**config.mk**
```make
export PLATFORM = sky130hd
export DESIGN_NAME = layout_regs_flat
export DESIGN_NICKNAME = d
export VERILOG_FILES = /design/src/buf_pkg.sv /design/src/cfg_bus_if.sv /design/src/layout_regs.sv /design/src/flat_wrapper.sv
export SDC_FILE = /design/constraint.sdc
export NUM_CORES = 1
export LEC_CHECK = 0
export ABC_AREA = 1
export BUFFER_PORTS_ARGS = -buffer_cell sky130_fd_sc_hd__buf_2
export CAP_MARGIN = 20
export CORE_MARGIN = 4
export CORE_UTILIZATION = 59
export DETAILED_ROUTE_END_ITERATION = 7
export PLACE_DENSITY = 0.85
export SLEW_MARGIN = 10
export SYNTH_ARGS = -nofsm -noshare
export SYNTH_HDL_FRONTEND = slang
export SYNTH_SLANG_ARGS = --single-unit
```
**constraint.sdc**
```tcl
create_clock -name clkbuffer -period 2 [get_ports clkbuffer]
set_input_delay 0.4 -clock clkbuffer [delete_from_list [all_inputs] [get_ports clkbuffer]]
set_output_delay 0.4 -clock clkbuffer [all_outputs]
set_load 0.02 [all_outputs]
```
**src/buf_pkg.sv**
```systemverilog
/*
 * shared definitions of the sample-capture buffer
 *   host address map codes and offsets
 *   field widths
 *   enums for layout register selects, signal sources and capture states
 */

package buf_pkg;

    // ------------------------------
    // host address map
    // ------------------------------
    // block code of the buffer, bits 15:12 of host addresses
    localparam logic [3:0] addr_data_buf = 4'd7;
    // layout write offset, bits 3:0 of the write address
    localparam logic [3:0] off_data_struct = 4'hB;
    // status word location within the block
    localparam logic [11:0] status_addr = 12'h800;

    // width of the sample count field
    localparam int sample_w = 11;

    // ------------------------------
    // enums
    // ------------------------------
    // layout register select, bits 11:8 of a layout write
    typedef enum logic [3:0] {
        sel_sig_num    = 4'd0,
        sel_sig_spec   = 4'd1,
        sel_sample_num = 4'd2
    } reg_sel_e;

    // source kinds the outside mux can present
    typedef enum logic [3:0] {
        typ_none    = 4'd0,
        typ_pot     = 4'd1,
        typ_cur     = 4'd2,
        typ_enc_pos = 4'd3,
        typ_enc_vel = 4'd4
    } sig_type_e;

    // capture sequencer states
    typedef enum logic [1:0] {
        st_idle       = 2'd0,
        st_ready      = 2'd1,
        st_time_stamp = 2'd2,
        st_loop_main  = 2'd3
    } cap_state_e;

endpackage
```
**src/cfg_bus_if.sv**
```systemverilog
/*
 * capture layout bus between the layout registers and the sequencer
 *   layout side drives counts, armed flag and the addressed table entry
 *   sequencer side drives busy and the table index it wants
 */

`timescale 1ns/100ps

interface cfg_bus_if;

    // number of signals per sample, 1 to 15
    logic [3:0]                   sig_num;
    // number of samples to take
    logic [buf_pkg::sample_w-1:0] sample_num;
    // layout complete, capture may start
    logic                         armed;
    // capture in progress, layout locked
    logic                         busy;
    // table entry requested by the sequencer
    logic [3:0]                   spec_index;
    // fields of the requested entry, returned combinationally
    buf_pkg::sig_type_e           spec_type;
    logic [3:0]                   spec_channel;
    logic [3:0]                   spec_format;

    modport layout (
        output sig_num, sample_num, armed,
        output spec_type, spec_channel, spec_format,
        input  busy, spec_index
    );

    modport seq (
        output busy, spec_index,
        input  sig_num, sample_num, armed
    );

endinterface

```
**src/layout_regs.sv**
```systemverilog
/*
 * capture layout registers
 *   host write decode for the buffer block
 *   signal count, 16-entry description table, sample count
 *   armed flag raised once the last description is in
 */

`timescale 1ns/100ps

module layout_regs (
    input  logic          clkbuffer,
    input  logic          rst_n,
    input  logic [15:0]   reg_waddr,
    input  logic [31:0]   reg_wdata,
    input  logic          reg_wen,
    cfg_bus_if.layout     cfg
);

    // ------------------------------
    // write decode
    // ------------------------------
    logic                 struct_wen;
    buf_pkg::reg_sel_e    sel;
    logic                 num_wr;
    logic                 spec_wr;
    logic                 smp_wr;

    // layout is frozen while a capture runs
    assign struct_wen = reg_wen
                     && reg_waddr[15:12] == buf_pkg::addr_data_buf
                     && reg_waddr[3:0] == buf_pkg::off_data_struct
                     && !cfg.busy;

    assign sel     = buf_pkg::reg_sel_e'(reg_waddr[11:8]);
    assign num_wr  = struct_wen && sel == buf_pkg::sel_sig_num;
    assign spec_wr = struct_wen && sel == buf_pkg::sel_sig_spec;
    assign smp_wr  = struct_wen && sel == buf_pkg::sel_sample_num;

    // ------------------------------
    // counts and armed flag
    // ------------------------------
    logic [3:0]                   sig_num_q;
    logic [3:0]                   spec_cnt;
    logic [buf_pkg::sample_w-1:0] sample_num_q;
    logic                         armed_q;

    always_ff @(posedge clkbuffer or negedge rst_n) begin
        if (!rst_n) begin
            sig_num_q    <= '0;
            spec_cnt     <= '0;
            sample_num_q <= '0;
            armed_q      <= 1'b0;
        end else begin
            // new count restarts the description list
            if (num_wr) begin
                sig_num_q <= reg_wdata[3:0];
                spec_cnt  <= '0;
            end
            // each description goes to the next slot
            if (spec_wr) begin
                spec_cnt <= spec_cnt + 4'd1;
            end
            if (smp_wr) begin
                sample_num_q <= reg_wdata[buf_pkg::sample_w-1:0];
            end
            // all descriptions in, arm and rewind the slot counter
            if (spec_cnt != 4'd0 && spec_cnt == sig_num_q) begin
                armed_q  <= 1'b1;
                spec_cnt <= '0;
            end
            // sequencer took the layout
            if (cfg.busy) begin
                armed_q <= 1'b0;
            end
        end
    end

    // ------------------------------
    // description table
    // ------------------------------
    buf_pkg::sig_type_e   type_tab    [16];
    logic [3:0]           channel_tab [16];
    logic [3:0]           format_tab  [16];

    always_ff @(posedge clkbuffer) begin
        if (spec_wr) begin
            // type 15:12, channel 7:4, format 3:0
            type_tab[spec_cnt]    <= buf_pkg::sig_type_e'(reg_wdata[15:12]);
            channel_tab[spec_cnt] <= reg_wdata[7:4];
            format_tab[spec_cnt]  <= reg_wdata[3:0];
        end
    end

    // entry lookup for the sequencer, no register in the path
    assign cfg.spec_type    = type_tab[cfg.spec_index];
    assign cfg.spec_channel = channel_tab[cfg.spec_index];
    assign cfg.spec_format  = format_tab[cfg.spec_index];

    assign cfg.sig_num    = sig_num_q;
    assign cfg.sample_num = sample_num_q;
    assign cfg.armed      = armed_q;

endmodule

```
**src/flat_wrapper.sv**
```systemverilog
// flat-port wrapper written by rule: the top's interface ports become plain ports
module layout_regs_flat 
  (clkbuffer, rst_n, reg_waddr, reg_wdata, reg_wen, cfg_sig_num, cfg_sample_num, cfg_armed, cfg_spec_type, cfg_spec_channel, cfg_spec_format, cfg_busy, cfg_spec_index);
  cfg_bus_if cfg_i ();
  input  logic clkbuffer;
  input  logic rst_n;
  input  logic [15:0] reg_waddr;
  input  logic [31:0] reg_wdata;
  input  logic reg_wen;
  output wire logic [$bits(cfg_i.sig_num)-1:0] cfg_sig_num;
  output wire logic [$bits(cfg_i.sample_num)-1:0] cfg_sample_num;
  output wire logic [$bits(cfg_i.armed)-1:0] cfg_armed;
  output wire logic [$bits(cfg_i.spec_type)-1:0] cfg_spec_type;
  output wire logic [$bits(cfg_i.spec_channel)-1:0] cfg_spec_channel;
  output wire logic [$bits(cfg_i.spec_format)-1:0] cfg_spec_format;
  input wire logic [$bits(cfg_i.busy)-1:0] cfg_busy;
  input wire logic [$bits(cfg_i.spec_index)-1:0] cfg_spec_index;
  assign cfg_sig_num = cfg_i.sig_num;
  assign cfg_sample_num = cfg_i.sample_num;
  assign cfg_armed = cfg_i.armed;
  assign cfg_spec_type = cfg_i.spec_type;
  assign cfg_spec_channel = cfg_i.spec_channel;
  assign cfg_spec_format = cfg_i.spec_format;
  assign cfg_i.busy = cfg_busy;
  assign cfg_i.spec_index = cfg_spec_index;
  layout_regs u_core (.clkbuffer(clkbuffer), .rst_n(rst_n), .reg_waddr(reg_waddr), .reg_wdata(reg_wdata), .reg_wen(reg_wen), .cfg(cfg_i));
endmodule
```
# Yosys cells after proc, flatten, opt, wreduce, memory -nomap -nowiden

Memories as Yosys holds them, arrays and structs flattened.
Cells that the tools add are included.

Reductions and logical operators: 12
Equality and inequality tests: 5
$add $sub $neg: 1
Mux-type cells: 7

Operators by type and width:

| cell                                           | number |
|---|---|
| two-way mux 4 bit                              | 3 |
| logical AND 1 bit                              | 7 |
| adder 4 x 1 -> 4 bit (second input constant)   | 1 |
| == test 4 x 1 -> 1 bit (second input constant) | 1 |
| == test 4 x 2 -> 1 bit (second input constant) | 1 |
| == test 4 x 3 -> 1 bit (second input constant) | 1 |
| == test 4 bit                                  | 1 |
| == test 4 bit (second input constant)          | 1 |
| logical NOT 4 bit                              | 1 |
| two-way mux 1 bit                              | 4 |
| nonzero test 4 bit                             | 1 |
| nonzero test 3 bit                             | 1 |
| nonzero test 2 bit                             | 1 |
| logical NOT 1 bit                              | 1 |

Output and inout bits: 28
Input bits: 56
Flip-flop bits (word level): 20
Memories kept: 3
Word-level logic and storage cells: 32
RAM bits: 192

Memories:

| name               | words | bits a word | rd ports | clocked after memory_dff | write ports | line              | text |
|---|---|---|---|---|---|---|---|
| u_core.channel_tab | 16    | 4           | 1        | 0                        | 1           | layout_regs.sv:82 | `logic [3:0] channel_tab [16];` |
| u_core.format_tab  | 16    | 4           | 1        | 0                        | 1           | layout_regs.sv:83 | `logic [3:0] format_tab [16];` |
| u_core.type_tab    | 16    | 4           | 1        | 0                        | 1           | layout_regs.sv:81 | `buf_pkg::sig_type_e type_tab [16];` |

# Longest topological paths before layout

Gate-level depths: netlist (run 1).

Depth after elaboration: 8
Depth in mapped cells: 9
Mapped depth without buffers: 8

# Worst setup path after synthesis (run 1)

Ideal clock, no wire load.

Path kind: input to register
From: input reg_waddr[11]
To: memory u_core.channel_tab[10][0] (enable)
Required time: 1.620 ns
Stages: 6
Path buffers: 0
Arrival time: 1.654 ns
Setup slack: -0.034 ns
Setup time: 0.380 ns
Cell sequence: or2_4 -> nor2_4 -> nand2_2 -> nor2_8 -> nand2_4 -> nor2_1

Cells in the longest elaborated chain, start to end: 4

Ends and longest elaborated chain:

| item                                    | line              | text |
|---|---|---|
| start: declaration                      | flat_wrapper.sv:7 | `input logic [15:0] reg_waddr;` |
| == test 4 x 1 -> 1 bit                  | layout_regs.sv:36 | `assign spec_wr = struct_wen && sel == buf_pkg::sel_sig_spec;` |
| logical AND 1 bit                       | layout_regs.sv:36 |  |
| two-way mux 1 bit                       | layout_regs.sv:86 | `if (spec_wr) begin` |
| two-way mux 1 bit (implied by the code) | layout_regs.sv:89 | `channel_tab[spec_cnt] <= reg_wdata[7:4];` |
| end: declaration                        | layout_regs.sv:82 |  |

Every way passes these cells.

# Worst setup path in the final report (run 1)

From: memory u_core.channel_tab[9][0]
To: output cfg_spec_channel[0]

Cells in the longest elaborated chain, start to end: 1

Ends and longest elaborated chain:

| item                | line               | text |
|---|---|---|
| memory (16 x 4 bit) | -                  |  |
| end: declaration    | flat_wrapper.sv:14 | `output wire logic [$bits(cfg_i.spec_channel)-1:0] cfg_spec_channel;` |

Every way passes these cells.

==> out/results.tsv, run 1 <==
metric	value	unit
status	complete, but fails checks	
violations	setup timing	
yosys-top-cells-count	275 x nand2_1, 192 x edfxtp_1, 94 x nand3_1	
synth_most_common_cell	nand2_1	
final-hold-violation-count	0	
synth-adder-area-share	0.00557	
clk_latency	480	ps
cp_cell_sequence	inv_2 -> nand2_1 -> o211ai_1 -> nand3_1 -> nand3_1 -> nand2_1 -> buf_6	
grt_pass1_wl	33.3	mm
grt_max_degree	64	
synthTopCellsByArea	edfxtp_1 64%, nand2_1 11%, dfrtp_1 5.6%	
ys_seq_area_frac	0.697	
initial_core_util	0.609	
io_buffers	62	
vias	6636	
seqPwrFrac	0.538	
syn2layout_area_growth	18.5	%
synth_ff_type	edfxtp_1	
overflow	0	
critPathTopFamily	flip-flops	
endpoint_kind	primary output	
drcViolationCount	0	
p_leak	0.00441	uW
critPathKind	register to primary output	
hp-class	input pin to register	
viasPerCell	5.93	
detailed_place_hpwl	12.9	mm
dp_slack	3.02	ps
coreArea	14800	sq um
synth_top_family_by_area	simple AND/OR/NAND/NOR gates	
clock_path_buffers	3	
wl_per_cell	20.6	um
fillCellCount	917	
max_freq	490	MHz
slowest_stage	edfxtp_1	
cts_tree	done	
synth_compound_area_frac	0.0314	
drt_iter0_markers	952	
synth-edff-count	192	
async_reset_ff_frac	0.0943	
synthXorXnorAreaFrac	0.00195	
maxSlewHeadroom	0.698	
rows	44	
yosysWarnings	0	
switchingPower	1940	uW
synth_mux_area_frac	0	
worst-endpoint-required	1600	ps
cts_max_level	1	
die_x	131	um
cp-start-kind	register	
drt-pass1-iter-count	6	
final_layout_size_suffix_gt1_frac	0.178	
fin_crit	2040	ps
comb_power_share	0.072	
fin_crit_sh	1.02	
fin_ws	-41.8	ps
place.gp.congestion	0.811	
die_y	131	um
cp_data_arrival_time	1640	ps
finish.utilization	0.723	
yosysTopAreaCell	edfxtp_1	
synth-simple-area-share	0.225	
p_per_area	842	nW/um^2
fin_nets	981	
clkPwrFrac	0.390	
r2r_cells	5	
synthCells	825	
synthDistinctLibCells	29	
postRouteAntennaNets	0	
slew_viol_final	0	
synth_seq_cells	212	
die_area	17300	sq um
ios	84	
syn-cell-area	8990	sq um
p_int	7030	uW
cp.depth	7	
yosysTopAreaCellShare	0.641	
clock-sinks	212	
wl	23.0	mm
synth_area_per_cell	10.9	sq um
crit_buf_inv	2	
drv_cap	0	
rsz0062_at_grt	true	
setup_viol	2	
antenna_found_initial	1	
max_slew.worst_pin.slew	453	ps
hold_depth	2	
peakVddDrop	0.498	mV
grt_pass1_vias	6296	
skew	6.11	ps
crit_fanout	1	
cts_root_buf	clkbuf_16	
cts_inserted_buffers	21	
grt_usage	0.243	
switching_share	0.216	
slowest_delay	410	ps
cts.clk_slew.worst_paths	60	ps
synth_fp_nets	885	
## layer usage
layer,wire [um],GRT usage,share of wire,up-vias
li1,-,-,-,2989
met1,8090,0.326,0.35,3112
met2,11600,0.418,0.51,482
met4,490,0.0665,0.021,0
met5,0,0,0,-
met3,2800,0.0398,0.12,53
## final cells by class
class	instances	area (sq um)	share of cell area
flip-flops and latches	212	6270	0.588
multi-input cells	535	2410	0.226
repair buffers	114	1010	0.0944
clock buffers	32	577	0.0541
well taps	184	230	0.0216
inverters	37	144	0.0135
clock inverters	5	21.3	0.00200
diodes	1	2.50	0.000235
## final timing paths
check / end / slack [ps] / start
max: cfg_spec_channel[0] / -40 / u_core.channel_tab[9][0]
min: u_core.cfg.armed / 90 / cfg_busy
max reg2reg: u_core.type_tab[9][2] / 330 / u_core.spec_cnt[1]
min reg2reg: u_core.cfg.sample_num[8] / 470 / u_core.cfg.sample_num[8]
max in group asynchronous: u_core.spec_cnt[2] / 1280 / rst_n
min in group asynchronous: u_core.cfg.sample_num[10] / 400 / rst_n
## metrics by stage
step	instance area (sq um)	hold WS (ps)	total power [uW]	TNS [ps]	std cells
2_1_floorplan	8990	104	5240	-6490	825
3_3_place_gp	9800	373	5450	0	1074
3_5_place_dp	9800	372	5470	0	1074
4_1_cts	10400	80.9	8900	0	1112
5_1_grt	10700	93.9	9250	-272	1119
6_report	10700	90.5	8980	-58.1	1120
## power groups by stage
stage	sequential, uW	combinational [uW]	clock [uW]
3_5_place_dp	4920	549	0
6_report	4830	646	3500
5_1_grt	4830	698	3720
3_3_place_gp	4920	531	0
4_1_cts	4830	559	3510
2_1_floorplan	4930	311	0
## what timing repair did
item                                   in CTS  in global routing
gates cloned                                0                  6
pin swaps                                   0                 13
setup endpoints to repair                   1                 10
resized for setup                           1                 31
hold buffers                                1                  0
setup buffers                               0                  1
endpoints found under the hold margin      20                  0
## logic make-up (layout without fill, tap and decap cells)
kind of cell	Yosys count	in the layout
AND/OR/NAND/NOR	479	479
other	0	1
AO/OA/AOI/OAI	50	50
adder cells (fa/ha/maj)	4	4
flip-flops	212	212
XOR/XNOR	2	2
buffers and inverters	78	188
## sequential cells by signal (all words and copies together), names as in the netlist
| signal | flops |
|---|---|
| u_core.channel_tab | 64 |
| u_core.cfg.sample_num | 11 |
| u_core.type_tab | 64 |
| u_core.format_tab | 64 |
| u_core.cfg.sig_num | 4 |
| u_core.cfg.armed | 1 |
| u_core.spec_cnt | 4 |
## layout by cell type (no fill, tap or decap), drive strengths merged
cell type	count
o21ai	35
nor3	1
nand3b	1
clkinv	5
dfrtp	20
o211ai	13
a21oi	2
or2	1
dlygate4sd3	1
nand3	96
clkbuf	38
edfxtp	192
nand4	4
nor2	95
diode	1
xor2	2
inv	37
nand2	280
ha	4
buf	107
nor3b	1
No activity file was read; power rests on OpenSTA's default activity.
==> run 2, diff against run 1 <==
BUFFER_PORTS_ARGS = not set   (was -buffer_cell sky130_fd_sc_hd__buf_2)
CORE_UTILIZATION = 60   (was 59)
DONT_BUFFER_PORTS = 1   (was not set)
PLACE_DENSITY = 0.82   (was 0.85)
==> run 2 against run 1 <==
Net effect: the run now ends clean; critical path type unchanged; non-clock buffer count down 63; largest power group unchanged; core utilization shrank 2.0 points; via count is 8.9% lower; first-iteration DRC count down 29%; largest cell class unchanged; hold slack worse by 42 ps; clock skew is 0.92 ps higher.
==> out/results.tsv, run 2 (same netlist as run 1, synthesis figures left out) <==
metric	value	unit	change
rows	44		unchanged
antenna_found_initial	1		unchanged
holdWs	48.3	ps	was 90.5 ps
drv_cap	0		unchanged
layout_common_cells	273 x nand2_1, 192 x edfxtp_1, 93 x nand3_1, 92 x nor2_1, 34 x inv_1		was 272 x nand2_1, 192 x edfxtp_1, 89 x nand3_1, 88 x nor2_1, 55 x buf_2
fin_nets	919		was 981
clk_latency	490	ps	was 480 ps
drcViolationCount	0		unchanged
cp-start-kind	register		unchanged
p_total	9170	uW	was 8980 uW
cts_root_buf	clkbuf_16		unchanged
crit_buf_inv	0		was 2
fillCellCount	954		was 917
syn2layout_area_growth	13.9	%	was 18.5%
slew_viol_final	0		unchanged
maxSlewHeadroom	0.407		was 0.698
drt-pass1-iter-count	5		was 6
hp-class	input pin to register		unchanged
slowest_delay	370	ps	was 410 ps
fin_crit_sh	0.972		was 1.02
fin_crit	1940	ps	was 2040 ps
cp_cell_sequence	nor2_1 -> nor2_1 -> o21ai_1 -> nand3_1 -> nand3_1 -> nand2_1		was inv_2 -> nand2_1 -> o211ai_1 -> nand3_1 -> nand3_1 -> nand2_1 -> buf_6
wl	20.8	mm	was 23.0 mm
fin_ws	55.1	ps	was -41.8 ps
cts_inserted_buffers	22		was 21
die_x	130	um	was 131 um
p_leak	0.00408	uW	was 0.00441 uW
crit_fanout	1		unchanged
reg.largest.list	u_core.channel_tab x64, u_core.format_tab x64, u_core.type_tab x64		unchanged
final_layout_size_suffix_gt1_frac	0.0904		was 0.178
status	complete, no violations		was complete, but fails checks
vias	6047		was 6636
coreArea	14600	sq um	was 14800 sq um
postRouteAntennaNets	0		unchanged
cts_max_level	1		unchanged
drt_iter0_markers	676		was 952
grt_usage	0.247		was 0.243
cts_setup_buffers	0		unchanged
initial_core_util	0.616		was 0.609
cp_data_arrival_time	1540	ps	was 1640 ps
layout_commonest_cell	nand2_1		unchanged
max_slew.worst_pin.slew	887	ps	was 453 ps
cts_tree	done		unchanged
dp_slack	97.4	ps	was 3.02 ps
wl_per_cell	19.6	um	was 20.6 um
critPathTopFamily	simple AND/OR/NAND/NOR gates		was flip-flops
slowest_stage	edfxtp_1		unchanged
worst-endpoint-required	1600	ps	about the same
critPathKind	register to primary output		unchanged
viasPerCell	5.72		was 5.93
p_per_area	895	nW/um^2	was 842 nW/um^2
timing.rr.start	u_core.spec_cnt[0]		was u_core.spec_cnt[1]
peakVddDrop	0.590	mV	was 0.498 mV
skew	7.04	ps	was 6.11 ps
clock-sinks	212		unchanged
max_freq	514	MHz	was 490 MHz
detailed_place_hpwl	11.7	mm	was 12.9 mm
postPlaceCellArea	9330	sq um	was 9800 sq um
overflow	0		unchanged
endpoint_kind	primary output		unchanged
cts.clk_slew.worst_paths	60	ps	about the same
die_y	130	um	was 131 um
clock_path_buffers	3		unchanged
grt_max_degree	112		was 64
rsz0062_at_grt	false		was true
diodes	0		was 1
critPathLaunch	u_core.format_tab[10][0]		was u_core.channel_tab[9][0]
die_area	17000	sq um	was 17300 sq um
io_buffers	0		was 62
min_from	reg_wdata[7]		was cfg_busy
final-hold-violation-count	0		unchanged
setup_viol	0		was 2
final_area	10200	sq um	was 10700 sq um
grt_pass1_vias	5813		was 6296
ios	84		unchanged
grt_pass1_wl	31.7	mm	was 33.3 mm
place.gp.congestion	0.776		was 0.811
[run 2: per-stage QoR]
stage | instances | utilization | setup TNS (ps)
3_5_place_dp | 998 | 0.640 | 0
3_3_place_gp | 998 | 0.640 | 0
2_1_floorplan | 825 | - | -6490
6_report | 1058 | 0.702 | 0
5_1_grt | 1058 | 0.702 | 0
4_1_cts | 1058 | 0.701 | 0
[run 2: report_power, final]
group	internal [uW]	switching [uW]	total (uW)
sequential	4830	1.96	4830
clock	2310	1560	3870
combinational	148	313	461
total	7290	1880	9170
[run 2: final timing paths]
kind	end	slack [ps]	cells past startpoint
worst max-delay path	cfg_spec_format[0]	60	6
worst min-delay path	u_core.cfg.sample_num[7]	50	2
worst max register to register	u_core.format_tab[4][3]	390	5
worst min register to register	u_core.cfg.sample_num[9]	630	2
max in group asynchronous	u_core.spec_cnt[0]	980	1
min in group asynchronous	u_core.cfg.sample_num[10]	480	1
[run 2: final cells by class]
class                      instances  area, sq um  area share
inverter                          37          139      0.0136
clock buffer                      32          629      0.0614
sequential                       212         6270       0.612
tap                              184          230      0.0225
multi-input combinational        535         2380       0.232
timing repair buffer              51          536      0.0523
clock inverter                     7         61.3     0.00599
[run 2: timing repair]
item	in CTS	in global routing
hold endpoints to repair	193	0
endpoints found under the setup margin	0	2
resized for setup	0	3
hold buffers	21	0
[run 2: per-layer routing]
layer / routed length, um / GRT usage / vias up
met3: 1760 / 0.0374 / 38
met4: 471 / 0.0672 / 0
met5: 0 / 0 / -
met1: 8090 / 0.329 / 2860
met2: 10500 / 0.432 / 292
li1: - / - / 2857
