## src/buf_pkg.sv

```systemverilog
/*
 * shared definitions of the sample-capture buffer
 *   host address map codes and offsets
 *   field widths
 *   enums for layout register selects, signal sources and capture states
 */

package buf_pkg;

    // ------------------------------
    // host address map
    // ------------------------------
    // block code of the buffer, bits 15:12 of host addresses
    localparam logic [3:0] addr_data_buf = 4'd7;
    // layout write offset, bits 3:0 of the write address
    localparam logic [3:0] off_data_struct = 4'hB;
    // status word location within the block
    localparam logic [11:0] status_addr = 12'h800;

    // width of the sample count field
    localparam int sample_w = 11;

    // ------------------------------
    // enums
    // ------------------------------
    // layout register select, bits 11:8 of a layout write
    typedef enum logic [3:0] {
        sel_sig_num    = 4'd0,
        sel_sig_spec   = 4'd1,
        sel_sample_num = 4'd2
    } reg_sel_e;

    // source kinds the outside mux can present
    typedef enum logic [3:0] {
        typ_none    = 4'd0,
        typ_pot     = 4'd1,
        typ_cur     = 4'd2,
        typ_enc_pos = 4'd3,
        typ_enc_vel = 4'd4
    } sig_type_e;

    // capture sequencer states
    typedef enum logic [1:0] {
        st_idle       = 2'd0,
        st_ready      = 2'd1,
        st_time_stamp = 2'd2,
        st_loop_main  = 2'd3
    } cap_state_e;

endpackage
```

## src/host_read_port.sv

```systemverilog
/*
 * host read side of the buffer
 *   RAM read address register with last-address hold on restart
 *   status word and read data select
 */

`timescale 1ns/100ps

module host_read_port #(
    parameter int ADDR_W = 10
) (
    input  logic              clkbuffer,
    input  logic              rst_n,
    input  logic [15:0]       reg_raddr,
    input  logic              prog_restart,
    input  logic              busy,
    input  logic [ADDR_W-1:0] waddr,
    input  logic [31:0]       ram_rdata,
    output logic [ADDR_W-1:0] ram_raddr,
    output logic [31:0]       reg_rdata,
    output logic [15:0]       buf_status
);

    // ------------------------------
    // read address
    // ------------------------------
    logic [ADDR_W-1:0] last_raddr;

    always_ff @(posedge clkbuffer or negedge rst_n) begin
        if (!rst_n) begin
            last_raddr <= '0;
            ram_raddr  <= '0;
        end else begin
            // remember the last address that hit memory
            if (!reg_raddr[11]) begin
                last_raddr <= reg_raddr[ADDR_W-1:0];
            end
            // on restart keep the RAM pointed at the last memory read
            if (prog_restart) begin
                ram_raddr <= last_raddr;
            end else begin
                ram_raddr <= reg_raddr[ADDR_W-1:0];
            end
        end
    end

    // ------------------------------
    // status and read select
    // ------------------------------
    // busy on top, write pointer at the bottom
    assign buf_status = {busy, {(15 - ADDR_W){1'b0}}, waddr};

    // bit 11 low is memory, one status word, the rest reads zero
    assign reg_rdata = !reg_raddr[11] ? ram_rdata
                     : (reg_raddr[11:0] == buf_pkg::status_addr) ? {16'd0, buf_status}
                     : 32'd0;

endmodule

```

## config.mk

```make
export PLATFORM = sky130hd
export DESIGN_NAME = host_read_port
export DESIGN_NICKNAME = d
export VERILOG_FILES = /design/src/buf_pkg.sv /design/src/host_read_port.sv
export SDC_FILE = /design/constraint.sdc
export NUM_CORES = 1
export LEC_CHECK = 0
export ABC_AREA = 1
export BUFFER_PORTS_ARGS = -buffer_cell sky130_fd_sc_hd__buf_2
export CAP_MARGIN = 40
export CELL_PAD_IN_SITES_DETAIL_PLACEMENT = 1
export CELL_PAD_IN_SITES_GLOBAL_PLACEMENT = 1
export CORE_MARGIN = 5
export CORE_UTILIZATION = 25
export CTS_CLUSTER_SIZE = 24
export DETAILED_ROUTE_END_ITERATION = 7
export PLACE_DENSITY_LB_ADDON = 0.1
export SYNTH_ARGS = -nofsm -noshare
export SYNTH_HDL_FRONTEND = slang
export SYNTH_SLANG_ARGS = --single-unit
```

## constraint.sdc

```tcl
create_clock -name clkbuffer -period 1.7 [get_ports clkbuffer]
set_input_delay 0.085 -clock clkbuffer [delete_from_list [all_inputs] [get_ports clkbuffer]]
set_output_delay 0.085 -clock clkbuffer [all_outputs]
set_load 0.01 [all_outputs]
```

Word level (Yosys, flattened, before mapping)
Index checks and enable logic that the tools add are counted.

cells by class
  equal/unequal tests = 1
  mux-type cells = 3

operator list
  operator                               number
  two-way mux 32 bit                     1
  two-way mux 16 bit                     1
  == test 12 bit, second input constant  1
  two-way mux 10 bit                     1

word-level totals
  output and inout bits = 58
  register bits after elaboration = 20
  bits of input ports = 62
  logic and storage cells = 6

Longest topological paths before layout
Gate-level depths: netlist of run 1.

  word-level depth = 3
  gate-level depth with buffers = 6
  gate-level depth less buffers = 5

Worst setup path before layout of run 1
OpenSTA, ideal clock, no wires.

  kind = input to output
  start point = input port reg_raddr[11]
  end point = output port reg_rdata[15]
  path buffers = 2
  cell stages on the path = 6
  data arrival time = 684 ps
  data required time = 1615 ps
  slack = 931 ps
  cell sequence = buf_4 nand2_4 nor2_4 buf_6 nand3_2 nand2_1

between the ends
  word-level cells in the longest chain between the ends = 3

RTL lines
  element               RTL line              source
  start: declaration    host_read_port.sv:14  input logic [15:0] reg_raddr,
  == test 12 bit        host_read_port.sv:55  : (reg_raddr[11:0] == buf_pkg::status_addr) ? {16'd0, buf_status}
  two-way mux 16 bit    host_read_port.sv:55
  two-way mux 32 bit *  host_read_port.sv:54  assign reg_rdata = !reg_raddr[11] ? ram_rdata
  end: declaration      host_read_port.sv:20  output logic [31:0] reg_rdata,

Mark *: on every way between the ends. The rest lies on a longest branch, timed or not.

Final worst setup path of run 1
  start point = input port reg_raddr[11]
  end point = output port reg_rdata[0]

Same word-level chain as after synthesis.

==> run metrics, run 1 <==
Syn Inst Count=184; Die Span Y=between 80 and 90 um; area share of the largest cell type after synthesis=0.382; PwrDens=~650 nW/um2; Final Cycle Share=0.664; Tightest Hold Check Type=in2reg; total gr overflow=0; Worst Path Required=between 1500 and 2000 ps; final antenna-violating net count=0; CP max stage cell=buf_4; Clock Sinks=20; register area share after synthesis=0.382; Worst-Skew Late Latency=roughly 250 ps; post-route setup slack=approximately 570 ps; max incr delay on CP=370 ps; pre-CTS WS=between 500 and 600 ps; Non-Filler Instances=349; Mean Syn Cell Area=7.12 um2; Initial Util=0.256; Sequential Power Share=0.443; Synth area leader=dfrtp_1; Buf/Inv on CP=4; CTS H-tree lvls=1; startpoint types=input pin; largest net degree at the start of global routing=between 40 and 50; Reg area=500 um2; Worst Hold Depth=3; Synth cell types=19; Max Cap Viol=0; Die ar.=around 6800 um2; PortBufs=110; HP Start=reg_raddr[4]; # placed instances=around 340; share of cells above drive strength 1=0.466; wire per inst=between 10 and 15 um; # DRC=0; antenna cells=0; endpoints failing hold=0; CTS Buf Count=3; initial antenna violation count=0; Levels on crit path=6; #FFs+latches synth=20; top cells by area, synth=dfrtp_1 (38%), nand2_1 (13%), buf_4 (9.7%); Clock Skew=~1.6 ps; GPL Wtd Cong=~0.69; # fillers=686; Critical Path AT=roughly 1000 ps; io pins=120; multi-input logic area=roughly 520 um2; vias in the first global route=1,397; vias=~1,400; NetSw=about 0.00034 W; Worst VDD drop=about 250 uV; Finish-stage setup viols=0; CP cell instances=buf_2 -> buf_4 -> inv_2 -> nand2_1 -> nand2_1 -> buf_2; reg2reg path depth=2; first-pass GRT wire length=roughly 5800 um; Core Footprint=between 5000 and 6000 um2; num rows=26; Synth Warn #=0; Vias/cell=between 3 and 4; unrepaired setup endpoints after global routing=no; combinational share of power=0.258; Die X=just over 80 um; Switching Share=0.287; TritonRoute pass-1 iters=3; Tot GR Track Use=0.109; Max Root-Sink Buffers=2; f_max=0.886 GHz; Static Leak=between 1 and 1.5 nW; Slew Limit Fails=0; Clk pwr share=0.299; endpoint class of the critical path=primary output; Crit Reg-Reg Startpoint=last_raddr[7]; root buffer cell=clkbuf_8; Starting DRT DRC Count=32; Setup CP Type=in2out; worst-path fanout max=42; post-CTS setup buffer count=0; worst r2r dst=ram_raddr[7]; Tmin final=between 1000 and 1500 ps; delay-heaviest family, CP=buffers and inverters; internal power=0.000857 W; worst reg2reg setup slack=roughly 1100 ps; TritonCTS clock tree=built; Final HPWL DP=~3200 um; TNS Setup=0 ps; Post-CTS Resized=0; Routed WL=between 3000 and 4000 um; Hold Crit Endpoint=last_raddr[4]; clk slew on worst S/H paths=~70 ps; area grow syn2layout=41.8%; Mapped Area=~1300 um2; Nets=between 300 and 400; status=completed
[synth_stat cells]
| master | number |
|---|---|
| nor2_1 | 25 |
| nand2_4 | 1 |
| clkbuf_8 | 1 |
| buf_6 | 1 |
| nand3_2 | 10 |
| o21ai_1 | 9 |
| buf_4 | 17 |
| o21ai_0 | 11 |
| inv_2 | 1 |
| conb_1 | 1 |
| clkinv_1 | 1 |
| inv_1 | 31 |
| nand2_1 | 45 |
| dfrtp_1 | 20 |
| nor2_2 | 1 |
| nor2_4 | 1 |
| clkbuf_1 | 2 |
| buf_2 | 5 |
| nand3_1 | 1 |
[through the flow]
stage          total power [W]  utilization  instance area [um2]  hold slack, ps
2_1_floorplan         0.000717            -                 1330            -211
3_3_place_gp          0.000855        0.351                 1790            65.8
3_5_place_dp          0.000860        0.351                 1790            61.8
4_1_cts                0.00123        0.364                 1860            71.2
5_1_grt                0.00128        0.364                 1860            89.7
6_report               0.00120        0.364                 1860            79.7
[layer usage]
metal	GRT usage	part of all wire	up-vias
met4	0.0399	0.0070	0
met2	0.184	0.49	68
met5	0	0	-
met3	0.0412	0.12	2
met1	0.124	0.38	598
li1	-	-	710
[kinds of logic after synthesis]
group | count (synthesis) | share of synthesized area
compound gates | 20 | 0.0764
buf+inv | 59 | 0.236
flops | 20 | 0.382
other cells | 1 | 0.00286
simple gates | 84 | 0.303
[worst min-delay path, stage by stage]
cell and delay [ps]:
buf_2 100, inv_1 60, o21ai_1 50
[worst max-delay path by stage]
stage	from	end	slack, ps
5_1_grt	reg_raddr[11]	reg_rdata[9]	450
3_5_place_dp	reg_raddr[11]	reg_rdata[2]	530
4_1_cts	reg_raddr[11]	reg_rdata[2]	530
2_1_floorplan	reg_raddr[11]	reg_rdata[15]	930
6_report	reg_raddr[11]	reg_rdata[0]	570
3_3_place_gp	reg_raddr[11]	reg_rdata[2]	540
[final cells by class]
class,instances,area share
Timing Repair Buffer,113,0.310
Clock buffer,4,0.0296
Sequential cell,20,0.269
Multi-Input combinational cell,109,0.277
Inverter,33,0.0667
Tap cell,70,0.0471
[flip-flops by register name, summed over array words and instances (netlist names)]
| signal | count |
|---|---|
| ram_raddr | 10 |
| last_raddr | 10 |
[cell usage in the layout, fill, tap and decap left out]
| cell type | instances |
|---|---|
| inv_1 | 31 |
| nand2_1 | 45 |
| o21ai_1 | 9 |
| buf_4 | 2 |
| dfrtp_1 | 20 |
| nand3_2 | 10 |
| clkinv_1 | 1 |
| dlygate4sd3_1 | 1 |
| nor2_2 | 1 |
| clkbuf_8 | 4 |
| nor2_4 | 1 |
| buf_2 | 110 |
| nor2_1 | 25 |
| conb_1 | 5 |
| nand2_4 | 1 |
| nand3_1 | 1 |
| o21ai_0 | 11 |
| inv_2 | 1 |
[what timing repair did]
item	CTS	global route
hold endpoints to repair	20	0
setup endpoints to repair	0	0
hold buffers	1	0
[power by group through the flow]
stage               combinational, W  clock (W)  sequential (W)
floorplan                   0.000165          0        0.000552
detailed placement          0.000318          0        0.000542
finish                      0.000310   0.000359        0.000532
global placement            0.000313          0        0.000542
CTS                         0.000321   0.000381        0.000533
global route                0.000353   0.000390        0.000536
(Power assumes the default switching activity.)
==> run 2: changes to the inputs <==
--- a/config.mk
+++ b/config.mk
@@ -11,7 +11,7 @@
 export CELL_PAD_IN_SITES_DETAIL_PLACEMENT = 1
 export CELL_PAD_IN_SITES_GLOBAL_PLACEMENT = 1
 export CORE_MARGIN = 5
-export CORE_UTILIZATION = 25
+export CORE_UTILIZATION = 23
 export CTS_CLUSTER_SIZE = 24
 export DETAILED_ROUTE_END_ITERATION = 7
 export PLACE_DENSITY_LB_ADDON = 0.1
==> constraint.sdc (replaced) <==
create_clock -name clkbuffer -period 1.16 [get_ports clkbuffer]
set_input_delay 0.058 -clock clkbuffer [delete_from_list [all_inputs] [get_ports clkbuffer]]
set_output_delay 0.058 -clock clkbuffer [all_outputs]
set_load 0.01 [all_outputs]
==> run 2 against run 1 <==
- sequential power rose by 47%
- sequential share of layout area is 0.41 points lower
- critical path type unchanged
- clock power increased by 24%
- wire length up 4.3%
- total power is 41% higher
- non-clock buffer count is 2 higher
==> run metrics, run 2 (same netlist as run 1, synthesis figures left out) <==
startpoint types=input pin; cts hold-fix bufs=1 (unchanged); Worst Path Required=1100 ps (-520 ps); reg2reg path depth=2 (unchanged); Slew Limit Fails=0 (unchanged); met2 wire length=2080 um (+8.0%); # placed instances=348 (+1.2%); root buffer cell=clkbuf_8; Final HPWL DP=3410 um (+6.6%); PortBufs=110 (unchanged); Setup CP Type=in2out; top routing layer used=met4; num rows=27 (+3.8%); TNS Setup=0 ps (unchanged); worst reg2reg setup slack=500 ps (-550 ps); wire per inst=11.5 um (+3.4%); CP cell instances=buf_2 -> nor2_1 -> nand2_1 -> nor2_2 -> buf_12 -> nand3_2 -> nand2_1 -> buf_2; Tot GR Track Use=0.113 (+0.00381); PwrDens=895 nW/um2 (+38%); Worst VDD drop=345 uV (+39%); Max Cap Viol=0 (unchanged); f_max=between 1 and 1.5 GHz; Crit Reg-Reg Startpoint=last_raddr[6]; TritonRoute pass-1 iters=4 (+1); Clock Skew=0.294 ps (-1.28 ps); GPL Wtd Cong=0.701 (+2.2%); post-route setup slack=190 ps (-381 ps); Tmin final=roughly 970 ps; Critical Path AT=910 ps (-130 ps); status=completed; Starting DRT DRC Count=17 (-47%); Metal-1 WL=1490 um (+0.34%); multi-input logic area=515 um2 (unchanged); Worst-Skew Late Latency=250 ps (about the same); io pins=120 (unchanged); largest net degree at the start of global routing=26 (-40%); pre-CTS WS=164 ps (-365 ps); HP Start=reg_raddr[4]; # DRC=0 (unchanged); # fillers=743 (+8.3%); Reg area=500 um2 (unchanged); endpoints failing hold=0 (unchanged); Post-CTS Resized=0 (unchanged); TritonCTS clock tree=built; Non-Filler Instances=352 (+0.86%); clk slew on worst S/H paths=70 ps (about the same); commonest non-fill, non-tap cell in the layout=buf_2; Routed met3 length=452 um (unchanged); worst-path fanout max=11 (-74%); CTS Buf Count=3 (unchanged); area grow syn2layout=44.0%; vias=1,404 (+1.9%); Core Footprint=5510 um2 (+7.8%); Max Root-Sink Buffers=2 (unchanged); Static Leak=1.16 nW (+0.74%); Top Registers=last_raddr (10), ram_raddr (10); Nets=344 (+0.58%); Die ar.=7310 um2 (+7.6%); post-CTS setup buffer count=0 (unchanged); Final Cycle Share=0.836; Core Util, Final=0.343 (-0.0211); Worst Hold Depth=3 (unchanged); share of cells above drive strength 1=0.468 (+0.00191); Hold Crit Endpoint=last_raddr[4]; antenna cells=0 (unchanged); endpoint class of the critical path=primary output; most frequent cells in the layout=buf_2 (110), nand2_1 (45), inv_1 (31); CP max stage cell=buf_12; Clock Sinks=20 (unchanged); CTS H-tree lvls=1 (unchanged); unrepaired setup endpoints after global routing=no; hold_ws=55.5 ps (-24.2 ps); first-pass GRT wire length=6730 um (+16%); Initial Util=0.238 (-0.0186); total gr overflow=0 (unchanged); Routed WL=4050 um (+4.3%); initial antenna violation count=0 (unchanged); worst r2r dst=ram_raddr[6]; vias in the first global route=1,526 (+9.2%); Die X=85.5 um (+3.7%); Tightest Hold Check Type=in2reg; final antenna-violating net count=0 (unchanged); Finish-stage setup viols=0 (unchanged); Die Span Y=85.5 um (+3.7%); max incr delay on CP=160 ps (-210 ps); Vias/cell=3.99 (+1.0%)
[run 2: worst max-delay path by stage]
stage,start,endpoint,cells after the start
finish,reg_raddr[7],reg_rdata[15],8
CTS,reg_raddr[7],reg_rdata[4],8
detailed placement,reg_raddr[7],reg_rdata[4],8
global route,reg_raddr[7],reg_rdata[3],8
global placement,reg_raddr[7],reg_rdata[0],8
floorplan,reg_raddr[11],reg_rdata[15],6
[run 2: report_power, final]
part / internal, W / leakage (nW) / total (W) / switching (W)
Sequential: 0.000758 / 0.244 / 0.000780 / 0.0000223
Combinational: 0.000203 / 0.897 / 0.000464 / 0.000261
Clock: 0.000231 / 0.0216 / 0.000445 / 0.000215
[run 2: layout make-up]
cell class,instances,area share
tap,72,0.0477
inverter,33,0.0656
clock buffer,3,0.0219
timing repair buffer,115,0.326
multi-input combinational,109,0.273
sequential,20,0.265
[run 2: worst max-delay path: cells and delay by family]
family	cells	cell delay [ps]
AND/OR/NAND/NOR	5	460
buffers and inverters	3	390
[run 2: metrics by stage]
stage | instance area [um2] | power, W
floorplan | 1330 | 0.00105
CTS | 1890 | 0.00173
detailed placement | 1840 | 0.00127
finish | 1890 | 0.00169
global placement | 1840 | 0.00126
global route | 1890 | 0.00182
[run 2: routing by layer]
layer / up-vias / track usage
li1: 710 / -
met2: 68 / 0.203
met1: 622 / 0.120
met3: 4 / 0.0408
met5: - / 0
met4: 0 / 0.0388
==> run 3: changes to the inputs <==
--- a/config.mk
+++ b/config.mk
@@ -11,7 +11,7 @@
 export CELL_PAD_IN_SITES_DETAIL_PLACEMENT = 1
 export CELL_PAD_IN_SITES_GLOBAL_PLACEMENT = 1
 export CORE_MARGIN = 5
-export CORE_UTILIZATION = 23
+export CORE_UTILIZATION = 21
 export CTS_CLUSTER_SIZE = 24
 export DETAILED_ROUTE_END_ITERATION = 7
 export PLACE_DENSITY_LB_ADDON = 0.1
==> constraint.sdc (replaced) <==
create_clock -name clkbuffer -period 0.8 [get_ports clkbuffer]
set_input_delay 0.04 -clock clkbuffer [delete_from_list [all_inputs] [get_ports clkbuffer]]
set_output_delay 0.04 -clock clkbuffer [all_outputs]
set_load 0.01 [all_outputs]
==> run 3 against run 2 <==
- the run now ends with negative setup slack left
- via count is 0.78% higher
- first-iteration DRC count down 18%
- wire length up 3.5%
- clock power grew 73%
- worst setup slack lost 270 ps
- clock-buffer cell count grew 1
- non-clock buffer count increased by 7
- die area increased by 8.4%
- combinational power increased by 60%
- core utilization fell by 0.22 points
- critical path type unchanged
- largest cell class unchanged
==> run metrics, run 3 (same netlist as run 1, synthesis figures left out) <==
status=finished with violations; failing checks=negative setup slack; hold_ws=32.4 ps (-23.1 ps); Setup CP Type=in2out; total gr overflow=0 (unchanged); endpoint class of the critical path=primary output; Finish-stage setup viols=13 (+13); Final HPWL DP=3510 um (+2.8%); post-place instance area=1890 um2 (+3.1%); Die Span Y=89.0 um (+4.1%); post-route setup slack=-83.2 ps (-273 ps); Routed WL=4190 um (+3.5%); commonest non-fill, non-tap cell in the layout=buf_2; Worst Hold Depth=3 (unchanged); io pins=120 (unchanged); Top Registers=last_raddr (10), ram_raddr (10); # DRC=0 (unchanged); Worst Path Required=760 ps (-340 ps); reg2reg path depth=2 (unchanged); Vias/cell=3.90 (-2.3%); most frequent cells in the layout=buf_2 (103), nand2_1 (43), inv_1 (31); Worst VDD drop=713 uV (+110%); antenna cells=0 (unchanged); share of cells above drive strength 1=0.503 (+0.0356); largest net degree at the start of global routing=22 (-15%); TNS Setup=-736 ps (-736 ps); Core Footprint=5990 um2 (+8.8%); design area=2040 um2 (+8.1%); combinational share of power=0.280 (+0.006); PwrDens=1300 nW/um2 (+45%); Max Root-Sink Buffers=2 (unchanged); Critical Path AT=840 ps (-70 ps); Switching Share=0.288 (-0.00663); num rows=28 (+3.7%); f_max=about 1.1 GHz; Static Leak=1.22 nW (+5.2%); first-pass GRT wire length=6740 um (+0.10%); clk slew on worst S/H paths=70 ps (about the same); Tot GR Track Use=0.107 (-0.00548); startpoint types=input pin; # fillers=794 (+6.9%); TritonCTS clock tree=built; NetSw=0.000761 W (+53%); final antenna-violating net count=0 (unchanged); Final Cycle Share=1.10; Clock Sinks=20 (unchanged); worst-path fanout max=11 (unchanged); CTS H-tree lvls=1 (unchanged); vias in the first global route=1,534 (+0.52%); Die ar.=7920 um2 (+8.4%); unrepaired setup endpoints after global routing=yes; Sequential Power Share=0.428 (-0.034); Initial Util=0.219 (-0.0192); Die X=89.0 um (+4.1%); Tmin final=slightly below 900 ps; area grow syn2layout=55.7%; wire per inst=11.5 um (+0.32%); root buffer cell=clkbuf_8; Clk pwr share=0.292 (+0.028); CTS Buf Count=3 (unchanged); Slew Limit Fails=0 (unchanged); endpoints failing hold=0 (unchanged); TritonRoute pass-1 iters=3 (-1); GPL Wtd Cong=0.661 (-5.7%); internal power=0.00188 W (+58%); PortBufs=110 (unchanged); vias=1,415 (+0.78%); # placed instances=358 (+2.9%); Worst-Skew Late Latency=260 ps (about the same); initial antenna violation count=0 (unchanged); Tightest Hold Check Type=in2reg; Clock Skew=4.41 ps (+4.11 ps); Max Cap Viol=0 (unchanged); post-CTS setup buffer count=0 (unchanged); Non-Filler Instances=363 (+3.1%); Starting DRT DRC Count=14 (-3); pre-CTS WS=-205 ps (-369 ps); Nets=351 (+2.0%)
[run 3: path summary, 6_finish.rpt]
| path | startpoint | endpoint | slack (ps) |
|---|---|---|---|
| min in group asynchronous | rst_n | ram_raddr[5] | 250 |
| max reg2reg | last_raddr[0] | ram_raddr[0] | 150 |
| max | reg_raddr[1] | reg_rdata[0] | -80 |
| max in group asynchronous | rst_n | ram_raddr[6] | 230 |
| min | reg_raddr[6] | last_raddr[6] | 30 |
| min reg2reg | last_raddr[4] | ram_raddr[4] | 480 |
[run 3: area by class of cell]
| cell class | count | area, um2 | share of cell area |
|---|---|---|---|
| clock buffer | 4 | 55.1 | 0.0270 |
| inverter | 33 | 124 | 0.0607 |
| multi-input combinational | 109 | 551 | 0.270 |
| sequential | 20 | 500 | 0.245 |
| tap | 75 | 93.8 | 0.0460 |
| timing repair buffer | 122 | 716 | 0.351 |
[run 3: critical path, cell delays in order]
cell and delay, ps:
buf_8 100, nor2_4 100, nand2_2 70, nor2_4 130, buf_12 150, nand3_1 80, nand2_1 60, buf_2 120
[run 3: routing by layer]
metal | up-vias | part of all wire | routed length [um] | track usage
met2 | 66 | 0.50 | 2100 | 0.186
met4 | 0 | 0.011 | 47 | 0.0284
met1 | 618 | 0.38 | 1580 | 0.122
met5 | - | 0 | 0 | 0
met3 | 4 | 0.11 | 467 | 0.0442
li1 | 727 | - | - | -
[run 3: what timing repair did]
action	CTS	global route
resized for setup	17	1
pin swaps	1	1
setup endpoints to repair	20	21
endpoints found under the hold margin	20	0
hold buffers	1	0
[run 3: power groups by stage]
stage / Clock (W) / Sequential, W / Combinational (W)
final: 0.000771 / 0.00113 / 0.000741
after global routing: 0.000852 / 0.00114 / 0.000847
after CTS: 0.000810 / 0.00113 / 0.000761
after detailed placement: 0 / 0.00115 / 0.000715
after global placement: 0 / 0.00115 / 0.000709
after floorplan: 0 / 0.00117 / 0.000350
[run 3: metrics by stage]
stage	utilization	total power, W
after global placement	0.316	0.00186
after floorplan	-	0.00152
after detailed placement	0.316	0.00187
after CTS	0.340	0.00270
after global routing	0.340	0.00284
final	0.340	0.00264
